<file path="config.mk">
export PLATFORM = sky130hd
export DESIGN_NAME = gfx_vga_dbuf
export DESIGN_NICKNAME = d
export VERILOG_FILES = /design/src/source/fb_pkg.sv /design/src/source/fb_bank_pair.sv /design/src/source/fb_swap_ctrl.sv /design/src/source/fb_writer.sv /design/src/source/gfx_vga_dbuf.sv /design/src/source/pixel_stream.sv /design/src/source/vga_timing.sv
export VERILOG_INCLUDE_DIRS = /design/src /design/src/source
export SDC_FILE = /design/constraint.sdc
export NUM_CORES = 2
export LEC_CHECK = 0
export BUFFER_PORTS_ARGS = -buffer_cell sky130_fd_sc_hd__buf_2
export CORE_AREA = 4 4 587 444
export CTS_CLUSTER_DIAMETER = 30
export DETAILED_ROUTE_END_ITERATION = 8
export DIE_AREA = 0 0 591 448
export PLACE_DENSITY_LB_ADDON = 0.08
export SYNTH_ARGS = -nofsm -noshare
export SYNTH_HDL_FRONTEND = slang
export SYNTH_SLANG_ARGS = --single-unit
</file>
<file path="constraint.sdc">
create_clock -name clk -period 4.9 [get_ports clk]
set_clock_uncertainty 0.05 [all_clocks]
set_input_delay 0.98 -clock clk [delete_from_list [all_inputs] [get_ports clk]]
set_output_delay 0.98 -clock clk [all_outputs]
set_load 0.01 [all_outputs]
</file>
<file path="src/source/fb_consts.svh">
`ifndef FB_CONSTS_SVH
`define FB_CONSTS_SVH

// horizontal timing, counted in enabled cycles
`define FB_H_VISIBLE 16
`define FB_H_FRONT 2
`define FB_H_SYNC 3
`define FB_H_BACK 3
`define FB_H_WHOLE 24

// vertical timing, counted in lines
`define FB_V_VISIBLE 8
`define FB_V_FRONT 1
`define FB_V_SYNC 2
`define FB_V_BACK 1
`define FB_V_WHOLE 12

// frame-buffer geometry
`define FB_X_BITS 4
`define FB_Y_BITS 3
`define FB_ADDR_BITS 7
`define FB_DEPTH 128
`define FB_COLOR_BITS 4
`define FB_META_BITS 2

// cycles the swap waits for in-flight writes
`define FB_DRAIN_CYCLES 8

`endif

</file>
<file path="src/source/fb_pkg.sv">
`include "fb_consts.svh"

package fb_pkg;

  // one stored frame-buffer word, 14 bits
  typedef struct packed {
    logic [`FB_COLOR_BITS-1:0] red;
    logic [`FB_COLOR_BITS-1:0] grn;
    logic [`FB_COLOR_BITS-1:0] blu;
    logic [`FB_META_BITS-1:0]  meta;
  } fb_pixel_t;

  // producer request
  typedef struct packed {
    logic [`FB_X_BITS-1:0] x;
    logic [`FB_Y_BITS-1:0] y;
    fb_pixel_t             pixel;
  } gfx_write_t;

  // display output, syncs are active low
  typedef struct packed {
    logic      hsync;
    logic      vsync;
    fb_pixel_t pixel;
  } vga_out_t;

  // bank write, address already linear
  typedef struct packed {
    logic [`FB_ADDR_BITS-1:0] addr;
    fb_pixel_t                pixel;
  } fb_req_t;

endpackage

</file>
<file path="src/source/fb_bank_pair.sv">
`timescale 1ns/1ps
`include "fb_consts.svh"

module fb_bank_pair
  import fb_pkg::*;
(
  input  logic                     clk,
  input  logic                     wr_en,
  input  fb_req_t                  wr_req,
  input  logic                     front_bank,
  input  logic                     rd_en,
  input  logic [`FB_ADDR_BITS-1:0] rd_addr,
  output fb_pixel_t                rd_pixel
);

  fb_pixel_t bank0 [`FB_DEPTH];
  fb_pixel_t bank1 [`FB_DEPTH];

  // read data of each bank
  fb_pixel_t q0;
  fb_pixel_t q1;

  // writes always go to the back bank
  always_ff @(posedge clk) begin
    if (wr_en) begin
      if (front_bank) begin
        bank0[wr_req.addr] <= wr_req.pixel;
      end else begin
        bank1[wr_req.addr] <= wr_req.pixel;
      end
    end
  end

  always_ff @(posedge clk) begin
    if (rd_en) begin
      q0 <= bank0[rd_addr];
      q1 <= bank1[rd_addr];
    end
  end

  // both banks are read and the select is applied after the register,
  // so a flip right after frame_start already shows on pixel (0,0)
  assign rd_pixel = front_bank ? q1 : q0;

  // a write needs a known target word
  a_wr_addr_range: assert property (
    @(posedge clk)
    wr_en |-> !$isunknown(wr_req.addr)
  );

endmodule

</file>
<file path="src/source/fb_swap_ctrl.sv">
`timescale 1ns/1ps
`include "fb_consts.svh"

module fb_swap_ctrl (
  input  logic clk,
  input  logic rst_n,
  input  logic swap_req,
  input  logic frame_start,
  output logic write_hold,
  output logic front_bank
);

  localparam int CNT_BITS = $clog2(`FB_DRAIN_CYCLES);

  typedef enum logic [1:0] {
    IDLE,
    DRAIN,
    WAIT_FRAME
  } state_t;

  state_t              state;
  logic [CNT_BITS-1:0] drain_cnt;
  logic                swap_q;
  logic                swap_rise;

  assign swap_rise = swap_req && !swap_q;

  // producer stays blocked for the whole swap
  assign write_hold = (state != IDLE);

  always_ff @(posedge clk) begin
    if (!rst_n) begin
      state      <= IDLE;
      drain_cnt  <= '0;
      swap_q     <= 1'b0;
      front_bank <= 1'b0;
    end else begin
      swap_q <= swap_req;
      case (state)
        IDLE: begin
          // edges seen in other states are dropped
          if (swap_rise) begin
            state     <= DRAIN;
            drain_cnt <= '0;
          end
        end
        DRAIN: begin
          // give the writer pipeline time to land its last requests
          if (drain_cnt == CNT_BITS'(`FB_DRAIN_CYCLES - 1)) begin
            state <= WAIT_FRAME;
          end else begin
            drain_cnt <= drain_cnt + 1'b1;
          end
        end
        WAIT_FRAME: begin
          if (frame_start) begin
            front_bank <= !front_bank;
            state      <= IDLE;
          end
        end
        default: state <= IDLE;
      endcase
    end
  end

  // the displayed bank may only flip on a frame boundary
  a_flip_on_frame: assert property (
    @(posedge clk) disable iff (!rst_n)
    $changed(front_bank) |-> $past(frame_start)
  );

endmodule

</file>
<file path="src/source/fb_writer.sv">
`timescale 1ns/1ps
`include "fb_consts.svh"

module fb_writer
  import fb_pkg::*;
(
  input  logic       clk,
  input  logic       rst_n,
  input  gfx_write_t gfx_wr,
  input  logic       gfx_valid,
  input  logic       hold,
  output logic       ready,
  output logic       wr_en,
  output fb_req_t    wr_req
);

  logic accept;

  assign ready = !hold;
  assign accept = gfx_valid && ready;

  always_ff @(posedge clk) begin
    if (!rst_n) begin
      wr_en <= 1'b0;
    end else begin
      wr_en <= accept;
    end
  end

  // row-major, y*16+x
  always_ff @(posedge clk) begin
    if (accept) begin
      wr_req.addr  <= `FB_ADDR_BITS'(gfx_wr.y * `FB_H_VISIBLE + gfx_wr.x);
      wr_req.pixel <= gfx_wr.pixel;
    end
  end

  // a stalled request must stay put until hold drops
  a_no_accept_in_hold: assert property (
    @(posedge clk) disable iff (!rst_n)
    (gfx_valid && !ready) |=> $stable(gfx_wr)
  );

endmodule

</file>
<file path="src/source/gfx_vga_dbuf.sv">
`timescale 1ns/1ps
`include "fb_consts.svh"

module gfx_vga_dbuf
  import fb_pkg::*;
(
  input  logic       clk,
  input  logic       rst_n,
  input  logic       swap_req,
  input  gfx_write_t gfx_wr,
  input  logic       gfx_valid,
  output logic       gfx_ready,
  input  logic       vga_enable,
  output vga_out_t   vga,
  output logic       front_bank
);

  // swap control
  logic write_hold;
  logic frame_start;

  // writer to banks
  logic    wr_en;
  fb_req_t wr_req;

  // timing to banks and output stage
  logic [`FB_ADDR_BITS-1:0] rd_addr;
  logic                     visible;
  logic                     hsync;
  logic                     vsync;
  fb_pixel_t                rd_pixel;

  fb_swap_ctrl u_swap_ctrl (
    .clk        (clk),
    .rst_n      (rst_n),
    .swap_req   (swap_req),
    .frame_start(frame_start),
    .write_hold (write_hold),
    .front_bank (front_bank)
  );

  vga_timing u_timing (
    .clk        (clk),
    .rst_n      (rst_n),
    .enable     (vga_enable),
    .rd_addr    (rd_addr),
    .visible    (visible),
    .hsync      (hsync),
    .vsync      (vsync),
    .frame_start(frame_start)
  );

  // the writer's ready is the only gfx_ready source
  fb_writer u_writer (
    .clk      (clk),
    .rst_n    (rst_n),
    .gfx_wr   (gfx_wr),
    .gfx_valid(gfx_valid),
    .hold     (write_hold),
    .ready    (gfx_ready),
    .wr_en    (wr_en),
    .wr_req   (wr_req)
  );

  fb_bank_pair u_banks (
    .clk       (clk),
    .wr_en     (wr_en),
    .wr_req    (wr_req),
    .front_bank(front_bank),
    .rd_en     (vga_enable),
    .rd_addr   (rd_addr),
    .rd_pixel  (rd_pixel)
  );

  pixel_stream u_stream (
    .clk     (clk),
    .rst_n   (rst_n),
    .enable  (vga_enable),
    .visible (visible),
    .hsync   (hsync),
    .vsync   (vsync),
    .rd_pixel(rd_pixel),
    .vga     (vga)
  );

endmodule

</file>
<file path="src/source/pixel_stream.sv">
`timescale 1ns/1ps

module pixel_stream
  import fb_pkg::*;
(
  input  logic      clk,
  input  logic      rst_n,
  input  logic      enable,
  input  logic      visible,
  input  logic      hsync,
  input  logic      vsync,
  input  fb_pixel_t rd_pixel,
  output vga_out_t  vga
);

  typedef struct packed {
    logic visible;
    logic hsync;
    logic vsync;
  } ctrl_t;

  // control delayed to line up with the bank read
  ctrl_t ctrl_d;

  always_ff @(posedge clk) begin
    if (!rst_n) begin
      ctrl_d.visible <= 1'b0;
      ctrl_d.hsync   <= 1'b1;
      ctrl_d.vsync   <= 1'b1;
    end else if (enable) begin
      ctrl_d.visible <= visible;
      ctrl_d.hsync   <= hsync;
      ctrl_d.vsync   <= vsync;
    end
  end

  // output register, blanking forces black
  always_ff @(posedge clk) begin
    if (!rst_n) begin
      vga.hsync <= 1'b1;
      vga.vsync <= 1'b1;
      vga.pixel <= '0;
    end else if (enable) begin
      vga.hsync <= ctrl_d.hsync;
      vga.vsync <= ctrl_d.vsync;
      if (ctrl_d.visible) begin
        vga.pixel <= rd_pixel;
      end else begin
        vga.pixel <= '0;
      end
    end
  end

endmodule

</file>
<file path="src/source/vga_timing.sv">
`timescale 1ns/1ps
`include "fb_consts.svh"

module vga_timing (
  input  logic                     clk,
  input  logic                     rst_n,
  input  logic                     enable,
  output logic [`FB_ADDR_BITS-1:0] rd_addr,
  output logic                     visible,
  output logic                     hsync,
  output logic                     vsync,
  output logic                     frame_start
);

  localparam int H_BITS = $clog2(`FB_H_WHOLE);
  localparam int V_BITS = $clog2(`FB_V_WHOLE);

  // line order is visible, front porch, sync, back porch
  localparam int H_SYNC_START = `FB_H_VISIBLE + `FB_H_FRONT;
  localparam int H_SYNC_END = H_SYNC_START + `FB_H_SYNC;
  localparam int H_LAST = H_SYNC_END + `FB_H_BACK - 1;
  localparam int V_SYNC_START = `FB_V_VISIBLE + `FB_V_FRONT;
  localparam int V_SYNC_END = V_SYNC_START + `FB_V_SYNC;
  localparam int V_LAST = V_SYNC_END + `FB_V_BACK - 1;

  logic [H_BITS-1:0] h_cnt;
  logic [V_BITS-1:0] v_cnt;

  always_ff @(posedge clk) begin
    if (!rst_n) begin
      h_cnt <= '0;
      v_cnt <= '0;
    end else if (enable) begin
      if (h_cnt == H_BITS'(H_LAST)) begin
        h_cnt <= '0;
        if (v_cnt == V_BITS'(V_LAST)) begin
          v_cnt <= '0;
        end else begin
          v_cnt <= v_cnt + 1'b1;
        end
      end else begin
        h_cnt <= h_cnt + 1'b1;
      end
    end
  end

  assign visible = (h_cnt < `FB_H_VISIBLE) && (v_cnt < `FB_V_VISIBLE);
  assign hsync = !((h_cnt >= H_SYNC_START) && (h_cnt < H_SYNC_END));
  assign vsync = !((v_cnt >= V_SYNC_START) && (v_cnt < V_SYNC_END));

  // out-of-range addresses only occur while blanked
  assign rd_addr = `FB_ADDR_BITS'(v_cnt * `FB_H_VISIBLE + h_cnt);

  // one pulse per frame, on the enabled cycle at the origin
  assign frame_start = enable && (h_cnt == '0) && (v_cnt == '0);

  // porch and sync widths must add up to the whole line
  a_h_in_range: assert property (
    @(posedge clk) disable iff (!rst_n)
    h_cnt < `FB_H_WHOLE
  );

endmodule

</file>
==> Word-level counts from Yosys, hierarchy flattened <==
Memory sizes are Yosys's and may differ from the RTL's. A register that Yosys moved wholly into a read port is not among the register bits.
Cells that the tools add are included.
{ "op_classes": {"addsub": 5, "magnitude_cmp": 6, "eq_ne": 9, "muxes": 17, "n_reduce_logical": 21} }
{ "ops": {"columns": ["cell", "count"], "rows": [
  ["14-bit 2-to-1 mux", 2],
  ["5-bit < comparator (second input constant)", 2],
  ["4-bit < comparator (second input constant)", 2],
  ["7-bit by 4-bit adder with 7-bit output", 1],
  ["7-bit by 5-bit adder with 7-bit output", 1],
  ["1-bit logical AND", 7],
  ["1-bit 2-to-1 mux", 6],
  ["2-bit 2-to-1 mux", 3],
  ["3-bit 2-to-1 mux", 2],
  ["2-bit one-hot mux with 3 select lines", 1],
  ["3-bit one-hot mux with 2 select lines", 1],
  ["3-bit AND reduction", 2],
  ["5-bit by 1-bit adder with 5-bit output (second input constant)", 1],
  ["5-bit == test (second input constant)", 1],
  ["5-bit greater-or-equal comparator (second input constant)", 1],
  ["1-bit logical NOT", 5],
  ["5-bit logical NOT", 1],
  ["5-bit 2-to-1 mux", 1],
  ["4-bit by 1-bit adder with 4-bit output (second input constant)", 1],
  ["4-bit == test (second input constant)", 1],
  ["4-bit greater-or-equal comparator (second input constant)", 1],
  ["4-bit logical NOT", 1],
  ["4-bit 2-to-1 mux", 1],
  ["2-bit by 1-bit inequality test with 1-bit output (second input constant)", 2],
  ["other kinds (8)", 11]
]} }
{ "word_totals": {"reg_bits": 57, "mem_bits_rw": 3584, "input_bits": 26, "out_inout_bits": 18, "wordCells": 81, "mem_count": 2} }
{ "mem_list": {"columns": ["name", "depth", "word_bits", "rd", "rd_clocked_by_memory_dff", "wr", "line_no", "text"], "rows": [
  ["u_banks.bank0", 128, 14, 1, 1, 1, "fb_bank_pair.sv:16", "fb_pixel_t bank0 [`FB_DEPTH];"],
  ["u_banks.bank1", 128, 14, 1, 1, 1, "fb_bank_pair.sv:17", "fb_pixel_t bank1 [`FB_DEPTH];"]
]} }

==> Depth between registers and ports, before layout <==
{ "logic_depth": {"word_depth": 5, "mapped_depth": 13, "mapped_depth_nobuf": 8} }

==> Hierarchy <==
From an unflattened synthesis, not the netlist that was laid out.
{ "unflattened": {"cells_unflattened": 5641, "hier_area_um2": 140212.0} }
{ "by_module_without_submodules": {"columns": ["mod", "instances", "cells_per_inst", "area_per_inst_um2", "seq_area_each_um2"], "rows": [
  ["fb_bank_pair", 1, 5431, 137828.4, 108464.0],
  ["pixel_stream", 1, 80, 770.7, 380.4],
  ["fb_writer", 1, 25, 669.4, 650.6],
  ["vga_timing", 1, 74, 639.4, 180.2],
  ["fb_swap_ctrl", 1, 31, 304.0, 140.1]
]} }

==> Worst setup path before layout <==
OpenSTA, ideal clock, no wires.
{ "synth_path": {"path_kind": "register to register", "startpoint": "register, netlist name u_writer.wr_req[0]", "endpoint": "memory u_banks.bank0[0][0] (netlist bit), data pin", "t_arrival_ns": 3.228, "required_ns": 4.033, "path_slack_ns": 0.804, "stages_incl_launch_ff": 1, "period_less_slack_ns": 4.096, "path_cell_list": "edfxtp_1"} }
{ "synth_rtl": {"columns": ["item", "line_no"], "rows": [
  ["end, declared", "fb_bank_pair.sv:16"]
]} }
No word-level cell before the write port.

==> Final worst setup path <==
{ "layout_path": {"startpoint": "register u_timing.h_cnt[0]", "endpoint": "register, netlist name u_banks.q0[8]"} }
{ "layout_via": {"elab_chain_len": 1} }
{ "layout_lines": {"columns": ["item", "line_no", "text"], "rows": [
  ["start, declared", "vga_timing.sv:26", "logic [H_BITS-1:0] h_cnt;"],
  ["start signal, assigned", "vga_timing.sv:42", "h_cnt <= h_cnt + 1'b1;"],
  ["7-bit by 5-bit adder with 7-bit output", "vga_timing.sv:52", "assign rd_addr = `FB_ADDR_BITS'(v_cnt * `FB_H_VISIBLE + h_cnt);"]
]} }
No other way between the ends.
A chain may end at the register's enable or synchronous reset.

==> flow_metrics.env <==
export IMPL_final_setup_tns_ps=0
export IMPL_antenna_found_initial=12
export IMPL_grt_max_degree=185
export IMPL_grt_pass1_wl_um=570000
export IMPL_drt_iter0_drc=10900
export IMPL_rsz0062_at_grt="no"
export IMPL_hold_class="in2reg"
export IMPL_comb_power_share_pct=4.5
export IMPL_die_area_mm2=0.265
export IMPL_grt_pass1_vias=73400
export IMPL_synth_edf_count=3633
export IMPL_outcome="completed"
export IMPL_synth_top_area_share_pct=76.7
export IMPL_setup_slack_ps=430
export IMPL_yosys_warnings=0
export IMPL_htree_levels=6
export IMPL_setup_worst_path_start_class="flop"
export IMPL_area_sequential_mm2=0.110
export IMPL_fin_crit_ps=4470
export IMPL_ys_types=78
export IMPL_critical_path_buf_inv_count=3
export IMPL_io_pins=44
export IMPL_drc_errors=0
export IMPL_globalplace_congestion=0.840
export IMPL_cp_common_cell="buf_12"
export IMPL_cts_buffer_depth=4
export IMPL_grt_met3_usage_pct=6.61
export IMPL_syn_avg_cell_area_um2=20.9
export IMPL_hold_depth=1
export IMPL_hold_slack_ps=210
export IMPL_grtUsageMet1_pct=46.9
export IMPL_die_w_um=591
export IMPL_syn_inst=6794
export IMPL_clock_fmax_mhz=224
export IMPL_setup_viol=0
export IMPL_wl_um=404000
export IMPL_p_total_mw=78.4
export IMPL_synth_largest_area_cell="edfxtp_1"
export IMPL_cts_tree="built"
export IMPL_via_count=75400
export IMPL_die_y_um=448
export IMPL_maxCapViolations=0
export IMPL_dp_hpwl_um=240000
export IMPL_nNetsFinal=7585
export IMPL_ys_top_cells_by_area="edfxtp_1 (77%), mux4_2 (12%), mux2i_1 (2.3%)"
export IMPL_path_class="reg2reg"
export IMPL_drv_slew=0
export IMPL_synthFlopType="edfxtp_1"
export IMPL_cp_slowest_cell="a2111oi_0"
export IMPL_syn_cell_area_mm2=0.142
export IMPL_root_buffer="clkbuf_16"
export IMPL_cts_num_sinks=3669
export IMPL_multi_input_area_mm2=0.0300
export IMPL_ant_nets=0
export IMPL_first_pass_iters=6
export IMPL_path_clk_slew_ps=50
export IMPL_overflow=0
export IMPL_nFillCells=16900
export IMPL_drive_above_1_share_pct=29.5
export IMPL_slowest_delay_ps=1060
export IMPL_cp_max_fo=27
export IMPL_place_ws_ps=557
export IMPL_yosysSeqAreaShare_pct=77.2
export IMPL_period_share_pct=91.2
export IMPL_netSwitchingPower_mw=16.7
export IMPL_post_cts_buffers=0
export IMPL_end_kind="flop"
export IMPL_sequentialPowerShare_pct=44.4
export IMPL_ff2ff_path_depth=9
export IMPL_track_usage_pct=30.6
export IMPL_initial_core_util_pct=55.7
export IMPL_syn2layout_area_growth_pct=18.3
export IMPL_p_leak_nw=54.1
export IMPL_tightest_slew_ps=1410
export IMPL_intPower_mw=61.7
export IMPL_powerDensity_mw_per_mm2=466
export IMPL_busiest_layer="met1"
export IMPL_cts_resized=0
export IMPL_cts_hold_buf=0
export IMPL_cts_buffers=571
export IMPL_maxSlewHeadroom_pct=5.43
export IMPL_clock_latency_ps=910
export IMPL_cp_data_arrival_time_ps=5060
export IMPL_cp_num_cells=9
export IMPL_port_buffers=43
export IMPL_async_reset_ff_share_pct=0
export IMPL_peakVddDrop_uv=357
export IMPL_wire_per_inst_um=35.4
export IMPL_core_mm2=0.255
export IMPL_clkPwrFrac_pct=51.0
export IMPL_met2_usage_pct=45.0
export IMPL_syn_nets=6831
export IMPL_synth_seq_cells=3669
export IMPL_crit_chain="buf_12 -> buf_12 -> buf_4 -> mux4_2 -> nand2_1 -> a21oi_1 -> a2111oi_0 -> a211oi_1 -> or4_1"
export IMPL_hold_violations=0
export IMPL_critPathTopFamily="compound AO/OA/AOI/OAI gates"
export IMPL_vias_per_cell=6.59
export IMPL_power_share_switching_pct=21.3
export IMPL_required_ps=5490
export IMPL_num_rows=161
[power by group through the flow]
| stage | logic (mW) | clock network, mW | registers, mW |
|---|---|---|---|
| 6_report | 3.57 | 40.0 | 34.8 |
| 5_1_grt | 3.76 | 42.0 | 34.8 |
| 4_1_cts | 3.59 | 40.4 | 34.8 |
| 3_5_place_dp | 3.58 | 0 | 35.4 |
| 3_3_place_gp | 3.53 | 0 | 35.4 |
| 2_1_floorplan | 2.04 | 0 | 35.7 |
[cells in the mapped netlist (all sizes together), types with 40 or more instances]
| master | count |
|---|---|
| nand3 | 40 |
| buf | 267 |
| o221ai | 51 |
| and2 | 45 |
| mux2i | 328 |
| a221oi | 67 |
| a21oi | 83 |
| a22oi | 41 |
| nand2 | 211 |
| o22ai | 128 |
| edfxtp | 3633 |
| clkbuf | 131 |
| a211o | 56 |
| nor2 | 458 |
| mux4 | 760 |
| mux2 | 93 |
| o21ai | 70 |
[flip-flops by register name, summed over array words and instances, names as in the netlist]
name                    count
u_banks.bank0            1792
u_banks.bank1            1792
u_banks.q0                 14
u_banks.q1                 14
u_stream.ctrl_d             3
u_stream.vga               16
u_swap_ctrl.drain_cnt       3
u_swap_ctrl.front_bank      1
u_swap_ctrl.state           2
u_swap_ctrl.swap_q          1
u_timing.h_cnt              5
u_timing.v_cnt              4
u_writer.wr_en              1
u_writer.wr_req            21
[per-layer routing]
layer | vias to the layer above | wire, um
li1 | 30000 | -
met3 | 595 | 44900
met1 | 40200 | 164000
met4 | 2 | 11900
met2 | 4532 | 183000
met5 | - | 14
[final cells by class]
cell class                      instances  share of cell area, %
Tap cell                             3423                   2.55
Clock inverter                        373                   2.31
Clock buffer                          656                   9.03
Sequential cell                      3669                   65.3
Inverter                               23                 0.0625
Antenna cell                            7                 0.0104
Multi-Input combinational cell       2704                   17.8
Timing Repair Buffer                  579                   2.94
[worst register-to-register path, delay by kind of cell (launching register included)]
family / cells / cell delay [ps]
multiplexers: 1 / 540
AND/OR/NAND/NOR: 2 / 550
AO/OA/AOI/OAI: 3 / 1250
flip-flops: 1 / 950
buffers and inverters: 3 / 880
[logic make-up after synthesis]
family,share of synthesized area [%]
compound gates,3.18
xor+xnor,0.0246
fa+ha+maj,0.0968
buf+inv,1.77
flops,77.2
mux,15.1
simple gates,2.65
[metrics by stage]
step | utilization [%] | std cells | area, um2
global placement | 58.4 | 10400 | 149000
detailed placement | 58.4 | 10400 | 149000
finish | 65.9 | 11400 | 168000
global route | 65.9 | 11400 | 168000
floorplan | - | 6794 | 142000
CTS | 65.9 | 11400 | 168000
[path summary, 6_finish.rpt]
path,startpoint,to,slack [ps]
max,u_timing.h_cnt[0],u_banks.q0[8],430
min,gfx_wr[20],u_writer.wr_req[17],210
max reg2reg,u_timing.h_cnt[0],u_banks.q0[8],430
min reg2reg,u_stream.vga[14],u_stream.vga[14],440
[cells in the final DEF, fill, tap and decap left out, types with 42 or more instances in the layout]
cell type	Yosys	final
a221oi_1	65	65
clkbuf_1	131	55
o21ai_0	67	67
inv_6	0	44
o22ai_1	128	128
nor2_1	458	455
mux4_2	760	760
buf_4	50	479
mux2_2	93	93
clkbuf_16	0	596
a211o_1	56	56
a21oi_1	83	83
clkinv_1	1	71
edfxtp_1	3633	3633
clkinv_2	0	93
and2_1	44	42
buf_12	2	57
bufinv_16	0	63
buf_2	114	43
nand2_1	211	211
mux2i_1	328	328
o221ai_1	51	51
clkinvlp_4	0	62
Note: power is estimated with default switching activity, not from simulation.
